### config.mk
export PLATFORM = sky130hd
export DESIGN_NAME = mem_req_decode
export DESIGN_NICKNAME = d
export VERILOG_FILES = /design/src/hw/mem_tile_pkg.sv /design/src/hw/mem_req_decode.sv
export VERILOG_INCLUDE_DIRS = /design/src /design/src/hw
export SDC_FILE = /design/constraint.sdc
export NUM_CORES = 1
export LEC_CHECK = 0
export BUFFER_PORTS_ARGS = -buffer_cell sky130_fd_sc_hd__buf_2
export CAP_MARGIN = 20
export CORE_UTILIZATION = 30
export DETAILED_ROUTE_END_ITERATION = 10
export GPL_TIMING_DRIVEN = 0
export SETUP_SLACK_MARGIN = 0.2
export SLEW_MARGIN = 0
export SYNTH_ARGS = -nofsm -noshare
export SYNTH_HDL_FRONTEND = slang
export SYNTH_SLANG_ARGS = --single-unit
### constraint.sdc
create_clock -name clk_i -period 4.4 [get_ports clk_i]
set_input_delay 1.1 -clock clk_i [delete_from_list [all_inputs] [get_ports clk_i]]
set_output_delay 1.1 -clock clk_i [all_outputs]
set_load 0.02 [all_outputs]
### src/hw/mem_tile_settings.svh
//////////////////////////////////////////////////////////////////////
// Memory tile widths, depths and address bit map
//////////////////////////////////////////////////////////////////////

`ifndef MEM_TILE_SETTINGS_SVH
`define MEM_TILE_SETTINGS_SVH

// Data path
`define MT_ADDR_W          16
`define MT_DATA_W          64
`define MT_SRAM_DATA_W     32
`define MT_AMO_W           32
`define MT_ID_W            4

// SRAM organisation
`define MT_BANKS_PER_WORD  2
`define MT_BANK_ROWS       2
`define MT_SRAM_WORDS      64
`define MT_WORD_IDX_W      6
`define MT_ROW_SEL_W       1

// Address bit map, bits above the row select alias
`define MT_AMO_HALF_BIT    2
`define MT_WORD_OFS        3
`define MT_MACRO_SEL_OFS   9

// Buffering and flow control
`define MT_REQ_DEPTH       4
`define MT_RSP_DEPTH       4
`define MT_RSP_CREDITS     4

`endif
### src/hw/mem_tile_pkg.sv
//////////////////////////////////////////////////////////////////////
// Memory tile types: request kind, atomic opcode, payload union,
// request and response flits, SRAM access
//////////////////////////////////////////////////////////////////////

`include "mem_tile_settings.svh"

package mem_tile_pkg;

  typedef enum logic [1:0] {
    REQ_READ   = 2'd0,
    REQ_WRITE  = 2'd1,
    REQ_ATOMIC = 2'd2
  } req_kind_e;

  typedef enum logic [1:0] {
    AMO_SWAP = 2'd0,
    AMO_ADD  = 2'd1,
    AMO_AND  = 2'd2,
    AMO_OR   = 2'd3
  } amo_op_e;

  // Write view of the payload word
  typedef struct packed {
    logic [`MT_DATA_W-1:0]   wdata;
    logic [`MT_DATA_W/8-1:0] be;
  } payload_data_t;

  // Atomic view, padded up to the write view width
  typedef struct packed {
    amo_op_e                                       op;
    logic [`MT_AMO_W-1:0]                          operand;
    logic [`MT_DATA_W+`MT_DATA_W/8-`MT_AMO_W-3:0]  pad;
  } payload_amo_t;

  typedef union packed {
    payload_data_t data;
    payload_amo_t  amo;
  } req_payload_u;

  typedef struct packed {
    req_kind_e             kind;
    logic [`MT_ID_W-1:0]   id;
    logic [`MT_ADDR_W-1:0] addr;
    req_payload_u          payload;
  } mem_req_t;

  typedef struct packed {
    logic [`MT_ID_W-1:0]   id;
    req_kind_e             kind;
    logic [`MT_DATA_W-1:0] rdata;
  } mem_rsp_t;

  typedef struct packed {
    logic                      req;
    logic                      we;
    logic [`MT_WORD_IDX_W-1:0] word_idx;
    logic [`MT_ROW_SEL_W-1:0]  row_sel;
    logic [`MT_DATA_W-1:0]     wdata;
    logic [`MT_DATA_W/8-1:0]   be;
  } sram_acc_t;

endpackage

### src/hw/mem_req_decode.sv
//////////////////////////////////////////////////////////////////////
// Request decode stage: flit FIFO with credit return and payload
// view selection by request kind
//////////////////////////////////////////////////////////////////////

`timescale 1ns/1ps

`include "mem_tile_settings.svh"

module mem_req_decode (
  input  logic                      clk_i,
  input  logic                      arst_n_i,
  input  logic                      req_valid_i,
  input  mem_tile_pkg::mem_req_t    req_i,
  output logic                      req_credit_o,
  output logic                      dec_valid_o,
  input  logic                      dec_ready_i,
  output mem_tile_pkg::mem_req_t    dec_req_o,
  output logic [`MT_DATA_W-1:0]     dec_wdata_o,
  output logic [`MT_DATA_W/8-1:0]   dec_be_o,
  output mem_tile_pkg::amo_op_e     dec_amo_op_o,
  output logic [`MT_AMO_W-1:0]      dec_operand_o
);

  localparam int unsigned PtrW = $clog2(`MT_REQ_DEPTH);
  localparam int unsigned CntW = $clog2(`MT_REQ_DEPTH + 1);

  mem_tile_pkg::mem_req_t fifo_q [`MT_REQ_DEPTH];
  mem_tile_pkg::mem_req_t head;

  logic [PtrW-1:0] wr_ptr_q, rd_ptr_q;
  logic [CntW-1:0] count_q;
  logic            push, pop;
  logic            credit_q;

  /////////////////////////////////////////////////////////////////////
  // Request FIFO
  /////////////////////////////////////////////////////////////////////

  // Requester holds a credit per free slot, full only on a protocol error
  assign push        = req_valid_i && (count_q != CntW'(`MT_REQ_DEPTH));
  assign dec_valid_o = (count_q != '0);
  assign pop         = dec_valid_o && dec_ready_i;
  assign head        = fifo_q[rd_ptr_q];

  always_ff @(posedge clk_i) begin
    if (push) begin
      fifo_q[wr_ptr_q] <= req_i;
    end
  end

  always_ff @(posedge clk_i or negedge arst_n_i) begin
    if (!arst_n_i) begin
      wr_ptr_q <= '0;
      rd_ptr_q <= '0;
      count_q  <= '0;
      credit_q <= 1'b0;
    end else begin
      if (push) begin
        wr_ptr_q <= (wr_ptr_q == PtrW'(`MT_REQ_DEPTH - 1)) ? '0 : wr_ptr_q + 1'b1;
      end
      if (pop) begin
        rd_ptr_q <= (rd_ptr_q == PtrW'(`MT_REQ_DEPTH - 1)) ? '0 : rd_ptr_q + 1'b1;
      end
      count_q  <= count_q + CntW'(push) - CntW'(pop);
      // One credit back per popped flit
      credit_q <= pop;
    end
  end

  assign req_credit_o = credit_q;

  /////////////////////////////////////////////////////////////////////
  // Payload decode
  /////////////////////////////////////////////////////////////////////

  always_comb begin
    dec_req_o     = head;
    dec_wdata_o   = '0;
    dec_be_o      = '0;
    dec_amo_op_o  = mem_tile_pkg::AMO_SWAP;
    dec_operand_o = '0;
    case (head.kind)
      mem_tile_pkg::REQ_WRITE: begin
        dec_wdata_o = head.payload.data.wdata;
        dec_be_o    = head.payload.data.be;
      end
      mem_tile_pkg::REQ_ATOMIC: begin
        dec_amo_op_o  = head.payload.amo.op;
        dec_operand_o = head.payload.amo.operand;
      end
      default: begin
      end
    endcase
  end

endmodule

# ---- Yosys cells after proc, flatten, opt, wreduce, memory -nomap -nowiden
# Memory sizes are Yosys's and may differ from the RTL's.
# Index checks and enable logic that the tools add are counted.
dict set report word_totals {
  ff_bits 8
  mem_bits_rw 376
  mem_count 1
  output_inout_bits 202
}
# memory depth word_bits read_ports rd_clocked_by_memory_dff write_ports line_no
set memory_table {}
lappend memory_table {fifo_q 4 94 1 0 1 mem_req_decode.sv:28} ;# mem_tile_pkg::mem_req_t fifo_q [`MT_REQ_DEPTH];
dict set report classes {
  n_mux 8
  eq_ne 5
  reduce_logical 3
  add_sub_neg 4
}
# op count
set ops {}
lappend ops {{2-to-1 mux 64 bit} 1}
lappend ops {{2-to-1 mux 32 bit} 1}
lappend ops {{2-to-1 mux 8 bit} 1}
lappend ops {{== test 2 bit, second input constant} 3}
lappend ops {{2-to-1 mux 2 bit} 3}
lappend ops {{adder 2 x 1 -> 2 bit, second input constant} 2}
lappend ops {{adder 3 x 1 -> 3 bit} 1}
lappend ops {{!= test 3 bit, second input constant} 1}
lappend ops {{nonzero test 3 bit} 1}
lappend ops {{subtractor 3 x 1 -> 3 bit} 1}
lappend ops {{== test 2 x 1 -> 1 bit, second input constant} 1}
lappend ops {{logical AND 1 bit} 2}
lappend ops {{2-to-1 mux 1 bit} 2}

# ---- Logic depth before layout (Yosys ltp)
dict set report logic_depth {
  word_depth 4
  depth_mapped 10
  mapped_depth_nobuf 10
}

# ---- Worst setup path before layout
# Ideal clock, no wire load.
dict set report synth_timing {
  path_kind {input -> register}
  startpoint {in req_valid_i}
  endpoint {mem fifo_q[1][0] (netlist name) (enable)}
  stages 2
  setup_time_ns 0.463
  arrival_ns 3.667
  required_ns 3.937
  setup_slack_ns 0.270
  cell_sequence {a21boi_1 -> and2_1}
}
dict set report synth_between {
  elab_chain_cells 3
}
# element line_no
set synth_lines {}
lappend synth_lines {{start, declared} mem_req_decode.sv:13} ;# input logic req_valid_i,
lappend synth_lines {{logical AND 1 bit} mem_req_decode.sv:41} ;# assign push = req_valid_i && (count_q != CntW'(`MT_REQ_DEPTH));
lappend synth_lines {{2-to-1 mux 1 bit} mem_req_decode.sv:47} ;# if (push) begin
lappend synth_lines {{2-to-1 mux 1 bit (implied by the code)} mem_req_decode.sv:48} ;# fifo_q[wr_ptr_q] <= req_i;
lappend synth_lines {{end, declared} mem_req_decode.sv:28}
# Every way passes these cells.

# ---- Worst setup path in the final report
dict set report layout_timing {
  startpoint {reg rd_ptr_q[1]}
  endpoint {out dec_wdata_o[9]}
}
dict set report layout_between {
  elab_chain_cells 3
}
# element line_no
set layout_lines {}
lappend layout_lines {{start, declared} mem_req_decode.sv:31} ;# logic [PtrW-1:0] wr_ptr_q, rd_ptr_q;
lappend layout_lines {{start signal, assigned} mem_req_decode.sv:63} ;# rd_ptr_q <= (rd_ptr_q == PtrW'(`MT_REQ_DEPTH - 1)) ? '0 : rd_ptr_q + 1'b1;
lappend layout_lines {{memory read (4 x 94 bit) (*)} --}
lappend layout_lines {{== test 2 x 1 -> 1 bit} mem_req_decode.sv:83} ;# case (head.kind)
lappend layout_lines {{2-to-1 mux 64 bit (*)} mem_req_decode.sv:83}
lappend layout_lines {{end, declared} mem_req_decode.sv:19} ;# output logic [`MT_DATA_W-1:0] dec_wdata_o,
# Mark *: on every way between the ends. The rest lies on a longest branch, timed or not.

==> tab_implementation.tex <==
\begin{tabular}{lr}
\hline
Metric & Value \\
\hline
\multicolumn{2}{l}{\textbf{Run status}} \\
\quad Status & completed \\
\multicolumn{2}{l}{\textbf{Floorplanning}} \\
\quad Starting utilization of the core area & 0.304 \\
\quad Horizontal extent of the die & 224 microns \\
\quad Cell Rows & 81 \\
\quad Core area & 48800 sq um \\
\quad Height of the chip & 224 microns \\
\quad Full die area & 50300 sq um \\
\quad Number of top-level design ports & 300 \\
\multicolumn{2}{l}{\textbf{Route}} \\
\quad Detailed-route wire length & 32900 microns \\
\quad Drc violations & 0 \\
\quad First-pass iteration count of the detailed router & 4 \\
\quad Antenna-violating nets left & 0 \\
\quad Drt wl/cell & 19.4 microns \\
\quad Starting DRC count in detailed routing & 304 \\
\quad Vias per Instance & 4.41 \\
\quad Count of vias placed by the detailed router & 7483 \\
\multicolumn{2}{l}{\textbf{Synth}} \\
\quad Post-Synthesis Net Count & 755 \\
\quad Sequential-to-total area share from yosys stat & 0.775 \\
\quad Synth area leader & edfxtp\_1 \\
\quad Largest cells by area after synthesis & edfxtp\_1 (76\%), mux4\_2 (12\%), and2\_1 (4.6\%) \\
\quad Synth warn & 0 \\
\quad Portion of synthesized cell area occupied by the leading cell type & 0.761 \\
\quad Cell Area, Synth & 14800 sq um \\
\quad Synth Register Bits & 384 \\
\quad Mean area per synthesized cell & 22.9 sq um \\
\quad Synthesized instance count & 649 \\
\quad Number of distinct library cells after synthesis & 21 \\
\multicolumn{2}{l}{\textbf{Timing}} \\
\quad Normalized max-slew margin & 0.465 \\
\quad Setup\_tns & 0 ps \\
\quad Time the worst path needs with I/O delays and setup & 4040 ps \\
\quad Measured slew at the worst slew-check pin & 802 ps \\
\quad Post-Route Skew & 16.1 ps \\
\quad Part of the cycle the worst path needs & 0.918 \\
\quad Unrepaired setup endpoints after global routing & false \\
\quad Final setup violation count & 0 \\
\quad Count of endpoints failing hold in the final timing report & 0 \\
\quad Hold WS & 392 ps \\
\quad Top achievable clock speed & 0.248 GHz \\
\quad Max-slew violation count & 0 \\
\multicolumn{2}{l}{\textbf{Critical path}} \\
\quad Cells along the critical path & buf\_2, clkbuf\_2, mux4\_1, and2\_1, buf\_2 \\
\quad Logic depth of the worst path, buffers included & 5 \\
\quad Cell count of the worst reg-to-reg path & 4 \\
\quad Critical Path RT & 3300 ps \\
\quad Cell with the biggest individual delay on the critical path & dfrtp\_1 \\
\quad Largest stage delay on the critical path & 590 ps \\
\quad Worst-case register-to-register setup slack & 1950 ps \\
\quad Destination of the critical timing path & dec\_wdata\_o[9] \\
\quad Launching element of the worst setup path & rd\_ptr\_q[1] \\
\quad Buffering stage count on the worst path with inverters included & 3 \\
\quad Most repeated library cell on the critical path & buf\_2 \\
\quad Highest net fanout along the worst path & 10 \\
\quad Type of element launching the critical path & flip-flop \\
\quad Data arrival at the endpoint of the critical path & 2940 ps \\
\quad Worst setup EP type & primary output \\
\quad Critical R2R Capture & fifo\_q[3][62] \\
\quad Worst r2r src & count\_q[1] \\
\quad Cell class contributing the biggest share of worst-path delay & buffers and inverters \\
\quad Type of the worst setup path & flip-flop to primary output \\
\multicolumn{2}{l}{\textbf{Global routing}} \\
\quad Remaining global-route overflow & 0 \\
\quad Pin count of the biggest net entering global routing & 50 \\
\quad Antenna violations before repair & 9 \\
\quad Vias in the first global route & 7571 \\
\quad GRT Resource Usage Total & 0.130 \\
\quad Wire length of the first global-routing pass & 47500 microns \\
\multicolumn{2}{l}{\textbf{Clock tree}} \\
\quad Cell at the root of the clock tree & clkbuf\_16 \\
\quad Maximum number of buffers from clock root to sink & 3 \\
\quad TritonCTS clock tree & built \\
\quad Clock Sink Count & 384 \\
\quad Num CTS Buffers & 41 \\
\quad Post-CTS repair timing setup buffer count & 0 \\
\quad Clock transition at the registers of the reported paths & 60 ps \\
\quad Worst skew pair latency & 550 ps \\
\quad Htree depth & 2 \\
\quad Hold\_buf cts & 0 \\
\multicolumn{2}{l}{\textbf{Final layout}} \\
\quad Net count reported at finish & 1104 \\
\quad Non-filler instance count after layout & 1698 \\
\quad Area Overhead vs Synth & 25.9\% \\
\quad Core Util, Final & 0.382 \\
\quad Final Cell Area & 18700 sq um \\
\quad Ratio of cells with drive above 1 in the final layout & 0.466 \\
\multicolumn{2}{l}{\textbf{Place}} \\
\quad Cell count after placement & 1619 \\
\quad Placed inst area & 17300 sq um \\
\quad Input/output buffers & 299 \\
\quad DP HPWL & 22000 microns \\
\quad Final weighted congestion in routability-driven placement & 0.660 \\
\multicolumn{2}{l}{\textbf{Power}} \\
\quad Worst-case vdd ir drop & 0.572 mV \\
\quad Leak pwr & 6.84 nW \\
\quad Power density over the cells & 759 nW/um\^{}2 \\
\multicolumn{2}{l}{\textbf{Worst hold path}} \\
\quad Hold Path Class & input pin to asynchronous set/reset pin \\
\multicolumn{2}{l}{\textbf{Flow run}} \\
\quad Number of max-capacitance violations reported & 0 \\
\hline
\end{tabular}
state kept, by name, indices dropped and copies added (netlist names):
signal,cells
count_q,3
fifo_q,376
rd_ptr_q,2
req_credit_o,1
wr_ptr_q,2
worst min-delay path by stage:
stage	startpoint	endpoint	slack [ps]	cells after the start
global placement	count_q[2]	count_q[2]	480	1
detailed placement	count_q[2]	count_q[2]	490	1
CTS	arst_n_i	count_q[1]	360	1
finish	arst_n_i	wr_ptr_q[0]	390	1
floorplan	count_q[2]	count_q[2]	460	1
global route	arst_n_i	wr_ptr_q[0]	370	1
where the power goes:
| group | switching (mW) | internal [mW] | total [mW] | leakage (nW) |
|---|---|---|---|---|
| clock network | 1.39 | 1.97 | 3.36 | 0.653 |
| registers | 0.161 | 4.82 | 4.98 | 3.54 |
| logic | 3.63 | 2.21 | 5.84 | 2.65 |
layer usage:
metal | track usage | share of wire | vias to the layer above
met4 | 0.0520 | 0.024 | 10
met2 | 0.215 | 0.48 | 258
met3 | 0.0379 | 0.075 | 61
met1 | 0.160 | 0.42 | 3785
li1 | - | - | 3369
met5 | 0 | 0.0016 | -
cell usage in the layout (no fill, tap or decap), types with 2 or more instances in the layout:
master and n:
buf_16 4, inv_1 7, and2_1 106, ha_1 7
bufinv_16 3, nor2_1 3, inv_6 4, buf_2 313
clkbuf_16 43, clkinv_2 9, clkbuf_2 3, buf_6 11
diode_2 4, edfxtp_1 376, mux2_2 4, clkbuf_1 9
xnor2_1 2, clkinv_1 8, dfrtp_1 8, mux4_1 18
buf_12 3, mux4_2 76, and2_4 4
per-stage QoR:
stage	worst slack, ps	power [mW]
finish	363	14.2
global route	239	14.9
CTS	205	14.5
detailed placement	623	11.1
global placement	-2080	11.0
floorplan	270	8.91
synthesized netlist by cell type (all sizes together):
master	instances
edfxtp	376
and2	110
mux4	94
buf	27
dfrtp	8
ha	7
inv	7
clkbuf	5
mux2	4
nor2	3
nor2b	2
xnor2	2
a21boi	1
fa	1
nand2	1
or3	1
worst reg2reg max path, stage by stage (launching register included):
cell	delay (ps)
dfrtp_1	430
nor2_1	70
a21boi_1	450
and2_4	740
buf_16	380
cells by family (layout without fill, tap and decap cells):
kind of cell	Yosys count	in the layout	share of synthesized area
AO/OA/AOI/OAI	1	1	0.000506
XOR/XNOR	2	2	0.00118
adder cells (fa/ha/maj)	8	8	0.00725
buffers and inverters	39	420	0.0174
flip-flops	384	384	0.775
multiplexers	98	98	0.150
other	0	4	0
AND/OR/NAND/NOR	117	117	0.0488
area by class of cell:
class / count / area (sq um)
Antenna cell: 4 / 10.0
Buffer: 32 / 235
Clock buffer: 50 / 1100
Clock inverter: 25 / 216
Fill cell: 4540 / 30200
Inverter: 7 / 26.3
Multi-Input combinational cell: 226 / 3100
Sequential cell: 384 / 11500
Tap cell: 664 / 831
Timing Repair Buffer: 306 / 1670
what timing repair did:
item                                    in CTS  in global routing
cloned                                       0                  0
endpoints found under the setup margin      12                 10
resized for setup                            2                  2
No activity file was read; power rests on OpenSTA's default activity.
