## src/hw/mem_tile_settings.svh

```systemverilog
//////////////////////////////////////////////////////////////////////
// Memory tile widths, depths and address bit map
//////////////////////////////////////////////////////////////////////

`ifndef MEM_TILE_SETTINGS_SVH
`define MEM_TILE_SETTINGS_SVH

// Data path
`define MT_ADDR_W          16
`define MT_DATA_W          64
`define MT_SRAM_DATA_W     32
`define MT_AMO_W           32
`define MT_ID_W            4

// SRAM organisation
`define MT_BANKS_PER_WORD  2
`define MT_BANK_ROWS       2
`define MT_SRAM_WORDS      64
`define MT_WORD_IDX_W      6
`define MT_ROW_SEL_W       1

// Address bit map, bits above the row select alias
`define MT_AMO_HALF_BIT    2
`define MT_WORD_OFS        3
`define MT_MACRO_SEL_OFS   9

// Buffering and flow control
`define MT_REQ_DEPTH       4
`define MT_RSP_DEPTH       4
`define MT_RSP_CREDITS     4

`endif
```

## src/hw/mem_tile_pkg.sv

```systemverilog
//////////////////////////////////////////////////////////////////////
// Memory tile types: request kind, atomic opcode, payload union,
// request and response flits, SRAM access
//////////////////////////////////////////////////////////////////////

`include "mem_tile_settings.svh"

package mem_tile_pkg;

  typedef enum logic [1:0] {
    REQ_READ   = 2'd0,
    REQ_WRITE  = 2'd1,
    REQ_ATOMIC = 2'd2
  } req_kind_e;

  typedef enum logic [1:0] {
    AMO_SWAP = 2'd0,
    AMO_ADD  = 2'd1,
    AMO_AND  = 2'd2,
    AMO_OR   = 2'd3
  } amo_op_e;

  // Write view of the payload word
  typedef struct packed {
    logic [`MT_DATA_W-1:0]   wdata;
    logic [`MT_DATA_W/8-1:0] be;
  } payload_data_t;

  // Atomic view, padded up to the write view width
  typedef struct packed {
    amo_op_e                                       op;
    logic [`MT_AMO_W-1:0]                          operand;
    logic [`MT_DATA_W+`MT_DATA_W/8-`MT_AMO_W-3:0]  pad;
  } payload_amo_t;

  typedef union packed {
    payload_data_t data;
    payload_amo_t  amo;
  } req_payload_u;

  typedef struct packed {
    req_kind_e             kind;
    logic [`MT_ID_W-1:0]   id;
    logic [`MT_ADDR_W-1:0] addr;
    req_payload_u          payload;
  } mem_req_t;

  typedef struct packed {
    logic [`MT_ID_W-1:0]   id;
    req_kind_e             kind;
    logic [`MT_DATA_W-1:0] rdata;
  } mem_rsp_t;

  typedef struct packed {
    logic                      req;
    logic                      we;
    logic [`MT_WORD_IDX_W-1:0] word_idx;
    logic [`MT_ROW_SEL_W-1:0]  row_sel;
    logic [`MT_DATA_W-1:0]     wdata;
    logic [`MT_DATA_W/8-1:0]   be;
  } sram_acc_t;

endpackage

```

## src/hw/mem_rsp_result.sv

```systemverilog
//////////////////////////////////////////////////////////////////////
// Response result stage: response FIFO, slot reservation toward
// execute and response credit counter
//////////////////////////////////////////////////////////////////////

`timescale 1ns/1ps

`include "mem_tile_settings.svh"

module mem_rsp_result (
  input  logic                    clk_i,
  input  logic                    arst_n_i,
  input  logic                    rsv_i,
  input  logic                    exec_valid_i,
  input  mem_tile_pkg::mem_rsp_t  exec_rsp_i,
  output logic                    rsv_ok_o,
  output logic                    rsp_valid_o,
  output mem_tile_pkg::mem_rsp_t  rsp_o,
  input  logic                    rsp_credit_i
);

  localparam int unsigned PtrW = $clog2(`MT_RSP_DEPTH);
  localparam int unsigned CntW = $clog2(`MT_RSP_DEPTH + 1);
  localparam int unsigned CrdW = $clog2(`MT_RSP_CREDITS + 1);
  localparam logic [CntW:0] Slots = `MT_RSP_DEPTH;

  mem_tile_pkg::mem_rsp_t fifo_q [`MT_RSP_DEPTH];

  logic [PtrW-1:0] wr_ptr_q, rd_ptr_q;
  logic [CntW-1:0] count_q;
  logic [CntW-1:0] rsv_cnt_q;
  logic [CrdW-1:0] credit_q;
  logic [CntW:0]   used;
  logic            pop;

  // Every response in flight owns a slot from issue on
  assign used     = {1'b0, count_q} + {1'b0, rsv_cnt_q};
  assign rsv_ok_o = (used < Slots);

  assign rsp_valid_o = (count_q != '0) && (credit_q != '0);
  assign pop         = rsp_valid_o;
  assign rsp_o       = fifo_q[rd_ptr_q];

  always_ff @(posedge clk_i) begin
    if (exec_valid_i) begin
      fifo_q[wr_ptr_q] <= exec_rsp_i;
    end
  end

  always_ff @(posedge clk_i or negedge arst_n_i) begin
    if (!arst_n_i) begin
      wr_ptr_q  <= '0;
      rd_ptr_q  <= '0;
      count_q   <= '0;
      rsv_cnt_q <= '0;
      credit_q  <= CrdW'(`MT_RSP_CREDITS);
    end else begin
      if (exec_valid_i) begin
        wr_ptr_q <= (wr_ptr_q == PtrW'(`MT_RSP_DEPTH - 1)) ? '0 : wr_ptr_q + 1'b1;
      end
      if (pop) begin
        rd_ptr_q <= (rd_ptr_q == PtrW'(`MT_RSP_DEPTH - 1)) ? '0 : rd_ptr_q + 1'b1;
      end
      count_q   <= count_q + CntW'(exec_valid_i) - CntW'(pop);
      // Reservation turns into an entry when the response lands
      rsv_cnt_q <= rsv_cnt_q + CntW'(rsv_i) - CntW'(exec_valid_i);
      credit_q  <= credit_q + CrdW'(rsp_credit_i) - CrdW'(pop);
    end
  end

endmodule

```

## config.mk

```make
export PLATFORM = sky130hd
export DESIGN_NAME = mem_rsp_result
export DESIGN_NICKNAME = d
export VERILOG_FILES = /design/src/hw/mem_tile_pkg.sv /design/src/hw/mem_rsp_result.sv
export VERILOG_INCLUDE_DIRS = /design/src /design/src/hw
export SDC_FILE = /design/constraint.sdc
export NUM_CORES = 1
export LEC_CHECK = 0
export ABC_AREA = 1
export BUFFER_PORTS_ARGS = -buffer_cell sky130_fd_sc_hd__buf_2
export CORE_MARGIN = 10
export CORE_UTILIZATION = 35
export CTS_CLUSTER_SIZE = 10
export DETAILED_ROUTE_END_ITERATION = 12
export GPL_ROUTABILITY_DRIVEN = 0
export HOLD_SLACK_MARGIN = 0.08
export MAX_ROUTING_LAYER = met4
export PLACE_DENSITY = 0.63
export SLEW_MARGIN = 25
export SYNTH_ARGS = -nofsm -noshare
export SYNTH_HDL_FRONTEND = slang
export SYNTH_SLANG_ARGS = --single-unit
```

## constraint.sdc

```tcl
create_clock -name clk_i -period 6.15 [get_ports clk_i]
set_input_delay 0.3075 -clock clk_i [delete_from_list [all_inputs] [get_ports clk_i]]
set_output_delay 0.3075 -clock clk_i [all_outputs]
set_load 0.005 [all_outputs]
```

# After elaboration in Yosys (flattened, before gate mapping)
# Memory sizes are Yosys's and may differ from the RTL's.
# Index checks and enable logic that the tools add are counted.
dict set report op_classes {
  n_addsub 9
  n_lt_le_gt_ge 1
  eq_ne 2
  mux 4
  reduce_logical 3
}
# operator n
set ops {}
lappend ops {{adder 3 x 1 -> 3 bit} 3}
lappend ops {{subtractor 3 x 1 -> 3 bit} 3}
lappend ops {{nonzero test 3 bit} 2}
lappend ops {{adder 2 x 1 -> 2 bit, second input constant} 2}
lappend ops {{adder 3 x 3 -> 4 bit} 1}
lappend ops {{== test 2 bit, second input constant} 2}
lappend ops {{less-than comparator 4 x 3 -> 1 bit, second input constant} 1}
lappend ops {{two-way mux 2 bit} 2}
lappend ops {{two-way mux 1 bit} 2}
lappend ops {{logical AND 1 bit} 1}
dict set report word_totals {
  reg_bits 13
  mem_bits_rw 280
  in_bits 75
  out_inout_bits 72
  word_cells 25
  mem_count 1
}
# name words width rd rd_clocked_by_memory_dff write_ports line_no
set memory_table {}
lappend memory_table {fifo_q 4 70 1 0 1 mem_rsp_result.sv:27} ;# mem_tile_pkg::mem_rsp_t fifo_q [`MT_RSP_DEPTH];

# Logic depth before layout (Yosys ltp)
# Gate-level depths: netlist (run 1).
dict set report logic_depth {
  ltp_word 3
  mapped_depth 10
  mapped_depth_nobuf 10
}

# Least setup slack after synthesis (run 1)
# OpenSTA, ideal clock, no wires.
dict set report synth_timing {
  kind {flip-flop to flip-flop}
  startpoint {register wr_ptr_q[0]}
  endpoint {memory fifo_q[2][0] in the netlist's numbering (enable)}
  setup_ns 0.424
  t_arrival_ns 2.019
  required_ns 5.726
  path_slack_ns 3.707
  path_stages_with_launch 5
  path_buffers 0
  synth_period_minus_slack_ns 2.443
  cell_sequence {dfrtp_1 -> inv_1 -> ha_1 -> nand2_1 -> inv_1}
}
# item line_no
set synth_rtl {}
lappend synth_rtl {{from (decl)} mem_rsp_result.sv:29} ;# logic [PtrW-1:0] wr_ptr_q, rd_ptr_q;
lappend synth_rtl {{from (signal assigned)} mem_rsp_result.sv:59} ;# wr_ptr_q <= (wr_ptr_q == PtrW'(`MT_RSP_DEPTH - 1)) ? '0 : wr_ptr_q + 1'b1;
lappend synth_rtl {{to (decl)} mem_rsp_result.sv:27}
# No word-level cell before the write port.

==> results of run 1 <==
## registers in the layout, indices dropped and copies added, names as in the netlist
name and cells:
wr_ptr_q 2, credit_q 3, fifo_q 280, count_q 3, rsv_cnt_q 3, rd_ptr_q 2
## critical path, cell delays in order, from the launching register on
cell and delay [ps]:
dfrtp_4 670, inv_2 230, buf_4 690, o211ai_1 280, nand2_1 110, buf_2 120
## per-layer routing
metal / track usage, % / up-vias
li1: - / 3584
met1: 15.4 / 3510
met2: 20.3 / 164
met3: 2.69 / 49
met4: 3.68 / 0
met5: - / -
## how the worst max path moves through the flow
stage                            from            to  cells after the start
after floorplan           wr_ptr_q[0]  fifo_q[2][0]                      4
after global placement    rd_ptr_q[0]     rsp_o[36]                      5
after detailed placement  rd_ptr_q[0]     rsp_o[31]                      5
after CTS                 rd_ptr_q[0]     rsp_o[31]                      5
after global routing      rd_ptr_q[0]     rsp_o[19]                      6
final                     rd_ptr_q[1]      rsp_o[7]                      5
## report_power, final
group,leakage (nW),switching (W),internal [W]
Clock,0.476,0.000715,0.00109
Combinational,2.70,0.00122,0.000747
Sequential,2.72,0.000195,0.00258
Total,5.89,0.00213,0.00442
## kinds of logic (layout without fill, tap and decap cells)
group | Yosys count | in the layout
xor gates and xnor gates | 3 | 3
adders and majority gates | 14 | 14
AOI/OAI and AO/OA | 143 | 143
and+or+nand+nor | 250 | 250
other | 0 | 1
buffers and inverters | 208 | 444
DFF | 293 | 293
## placed cells by master (no fill, tap or decap), drive strengths merged
cell,synthesis,final
nand3,7,7
diode,0,1
o21ai,2,2
ha,11,11
nor2,4,4
clkbuf,0,54
xor2,2,2
xnor2,1,1
clkinv,0,4
dlygate4sd3,0,73
inv,162,158
o211ai,140,140
nand2,236,236
dfstp,1,1
buf,46,155
or2,1,1
nand3b,1,1
edfxtp,280,280
dfrtp,12,12
o21a,1,1
nor3,1,1
fa,3,3
## final cells by class
type | count | area (um^2) | share of cell area [%]
flip-flops and latches | 293 | 8740 | 59.4
repair buffers | 228 | 1560 | 10.6
clock buffers | 54 | 990 | 6.73
well taps | 448 | 561 | 3.81
multi-input cells | 410 | 2250 | 15.3
diodes | 1 | 2.50 | 0.0170
inverters | 162 | 613 | 4.17
## stage by stage
step / setup WS [ps] / power, W / instance area, um^2 / utilization [%]
CTS: 3060 / 0.00667 / 14700 / 43.9
finish: 3220 / 0.00655 / 14700 / 44.0
detailed placement: 3600 / 0.00480 / 13000 / 38.8
global placement: 3660 / 0.00474 / 13000 / 38.8
floorplan: 3710 / 0.00404 / 11800 / -
global route: 3040 / 0.00704 / 14700 / 44.0
## what timing repair did
item / CTS / global route
hold buffers: 73 / 0
hold endpoints to repair: 295 / 0
endpoints found under the setup margin: 0 / 0
==> reports/results.tsv, run 1 <==
metric	value	unit
grt_overflow	0	
hpwl	14.6	mm
grt_max_degree	114	
cp_max_fo	64	
io_pins	147	
synthFlopType	edfxtp_1	
skew	16.0	ps
status	complete, no violations	
met2_length	12.0	mm
synthAdderAreaFrac	1.67	%
fmax	341	MHz
initial_core_util	35.4	%
period_needed	2930	ps
synthSimpleGateAreaFrac	8.07	%
wl_met3	1.21	mm
cts.path.max_buffers	3	
synth_area_leaders	edfxtp_1 71%, o211ai_1 8.9%, nand2_1 7.5%	
cts.sink_count	293	
clk_latency	500	ps
whs	182	ps
rsz0062_at_grt	false	
grt_pass1_wl	40.5	mm
cts_tree	done	
htree_levels	2	
grt_pass1_vias	7441	
cts_setup_buffers	0	
power.density	446	nW/um^2
hold_viol_final	0	
worstHoldPathCells	3	
num_vias	7307	
slew_violations	0	
row_count	67	
holdPathEnd	wr_ptr_q[1]	
setup_viol	0	
max-slew-margin-rel	44.5	%
worstHoldPathType	input port to register	
r2r_setup_slack	3920	ps
period_share	47.6	%
wl_per_cell	15.8	um
synth-edff-count	280	
n_fill_cell	2976	
drt_iter0_drc	275	
startpoint_type	register	
synth-async-reset-ratio	4.44	%
core_area	33400	um^2
rr_startpoint	wr_ptr_q[0]	
netlist_instances	911	
drive_above_1_share	17.5	%
cap_violations	0	
nNetsFinal	1219	
synth_top_family_by_area	compound AO/OA/AOI/OAI gates	
final_antenna_net_count	0	
antenna_found_initial	1	
peakVddDrop	0.000280	V
synthXorXnorAreaFrac	0.222	%
cts_resized	0	
r2r-end	fifo_q[2][25]	
ys_seq_area_share	73.8	%
yosysMostFrequentCell	edfxtp_1	
hold_start	exec_valid_i	
worstMarginPinSlew	833	ps
cts-root-buf	clkbuf_16	
clk_pin_slew	60	ps
fp.dieArea	41500	um^2
drt_wl_total	25.3	mm
synth_seq_cells	293	
avgSynthCellArea	13.0	um^2
netlist.top_cell.by_area	edfxtp_1	
fp.dieH	204	um
place_inst	1467	
area_growth	24.4	%
remaining_drc_errors	0	
crit_required	5840	ps
synth_top_area_share	71.1	%
fin_tns_setup	0	ps
synth-compound-area-share	9.03	%
synthesis.area	11800	um^2
endpoint_kind	output port	
die_w	204	um
routed.top_layer	met4	
synthMuxAreaShare	0	%
synth_cell_type_count	20	
drtPass1Iterations	4	
arrival	2620	ps
grt_usage	12.5	%
wl_met1	11.5	mm
drt-vias-per-instance	4.58	
reg2reg_depth	5	
synth_common_cells	280 x edfxtp_1, 236 x nand2_1, 161 x inv_1	
numPortBuffers	146	
worstSetupPathType	register to output port	
syn_nets	1000	
fin_cells	1596	
cts_buffers	35	
yosysWarnings	0	
leakagePower	5.89	nW
Note: power is estimated with default switching activity, not from simulation.
==> run 2, diff against run 1 <==
clock period = 2.81 ns   (was 6.15 ns; I/O delays follow)
==> run 2 against run 1 <==
Net effect:
- worst setup slack got worse by 2800 ps
- via count decreased by 1.5%
- clock skew is essentially flat
- combinational power is 130% higher
- flip-flop and latch count unchanged
- largest cell class unchanged
==> reports/results.tsv, run 2 (synthesis results as in run 1) <==
metric	value	unit
status	complete, no violations	
core_area	33400	um^2
largest_reg_flops	280	
setup_viol	0	
cts.sink_count	293	
fp.dieArea	41500	um^2
cpPeakStageDelay	660	ps
worstSetupPathType	register to output port	
fp.dieH	204	um
remaining_drc_errors	0	
fin_cells	1603	
pre_cts_slack	891	ps
final_antenna_net_count	0	
period_needed	2360	ps
clk_pin_slew	50	ps
cap_violations	0	
place_area	13100	um^2
path_delay_family	buffers and inverters	
regMostFlops	fifo_q	
grt_max_degree	87	
arrival	2220	ps
period_share	84.1	%
drt_wl_total	24.8	mm
rsz0062_at_grt	false	
fin_ws	447	ps
drive_above_1_share	18.0	%
slew_violations	0	
nNetsFinal	1226	
drt-vias-per-instance	4.49	
worstHoldPathType	input port to register	
grt_overflow	0	
leakagePower	5.96	nW
place_inst	1471	
endpoint_kind	output port	
grt_pass1_vias	7320	
grt_usage	12.1	%
stdcell_area	14900	um^2
cts_setup_buffers	0	
cts.path.max_buffers	3	
power.density	979	nW/um^2
cts_tree	done	
cp.buffers_inverters	3	
cts_resized	0	
clk_latency	500	ps
initial_core_util	35.4	%
startpoint_type	register	
hold_viol_final	0	
die_w	204	um
fin_tns_setup	0	ps
grt_pass1_wl	39.1	mm
path_cells	inv_2 > buf_12 > o211ai_1 > nand2_1 > buf_2	
crit_required	2670	ps
peakVddDrop	0.000461	V
cts-root-buf	clkbuf_16	
hold_buffers	76	
worstMarginPinSlew	554	ps
hpwl	14.4	mm
area_growth	25.6	%
final_cell_mix	280 x edfxtp_1, 236 x nand2_1, 157 x inv_1	
drt_iter0_drc	347	
max-slew-margin-rel	63.1	%
cp_max_fo	35	
skew	15.8	ps
drtPass1Iterations	4	
numPortBuffers	146	
wl_per_cell	15.5	um
num_vias	7201	
cts_buffers	36	
final_common_cell	edfxtp_1	
io_pins	147	
slowest_stage	dfrtp_4	
row_count	67	
htree_levels	2	
antenna_found_initial	3	
fmax	423	MHz
==> run 2: cell count changes in the layout (fill, tap and decap cells not counted) <==
cell / previous run / this run
buf_12: 2 / 7
clkinv_2: 4 / 6
clkbuf_1: 17 / 12
bufinv_16: 0 / 1
dlygate4sd3_1: 73 / 76
buf_4: 6 / 5
buf_6: 1 / 0
diode_2: 1 / 3
clkinv_1: 0 / 1
==> run 2: report_power, final <==
group | internal [W] | switching (W)
Clock | 0.00247 | 0.00159
Sequential | 0.00565 | 0.000382
Combinational | 0.00172 | 0.00274
==> run 2: per-layer routing <==
metal | wire, um | GRT usage [%] | up-vias
li1 | - | - | 3599
met1 | 10900 | 14.3 | 3401
met2 | 12000 | 19.8 | 151
met3 | 1280 | 2.95 | 50
met4 | 522 | 4.08 | 0
met5 | 0 | - | -
==> run 2: worst paths after layout <==
kind | cells after the start | start | slack, ps | endpoint
setup / recovery | 5 | rd_ptr_q[1] | 450 | rsp_o[45]
hold / removal | 2 | exec_rsp_i[3] | 390 | fifo_q[1][3]
setup reg to reg | 9 | count_q[1] | 1010 | credit_q[2]
hold reg to reg | 3 | credit_q[1] | 580 | credit_q[2]
max in group asynchronous | 4 | arst_n_i | 1260 | count_q[1]
min in group asynchronous | 3 | arst_n_i | 580 | wr_ptr_q[0]
==> run 2: area by class of cell <==
type / count / area [um^2]
Timing Repair Buffer: 234 / 1670
Fill cell: 2989 / 18600
Sequential cell: 293 / 8740
Clock inverter: 4 / 43.8
Tap cell: 448 / 561
Antenna cell: 3 / 7.51
Clock buffer: 49 / 971
Multi-Input combinational cell: 410 / 2250
Inverter: 162 / 613
==> run 2: per-stage QoR <==
| stage | hold WS (ps) | util, % | power, W |
|---|---|---|---|
| after detailed placement | 62.6 | 39.1 | 0.0106 |
| after CTS | 363 | 44.4 | 0.0149 |
| after global placement | 56.1 | 39.1 | 0.0105 |
| after global routing | 378 | 44.4 | 0.0156 |
| final | 394 | 44.4 | 0.0145 |
| after floorplan | -155 | - | 0.00884 |
==> run 2: worst register-to-register path, delay by kind of cell, from the launching register on <==
family        cells  cell delay, ps
simple gates      6             640
fa+ha+maj         2             570
flops             1             460
buf+inv           1              70
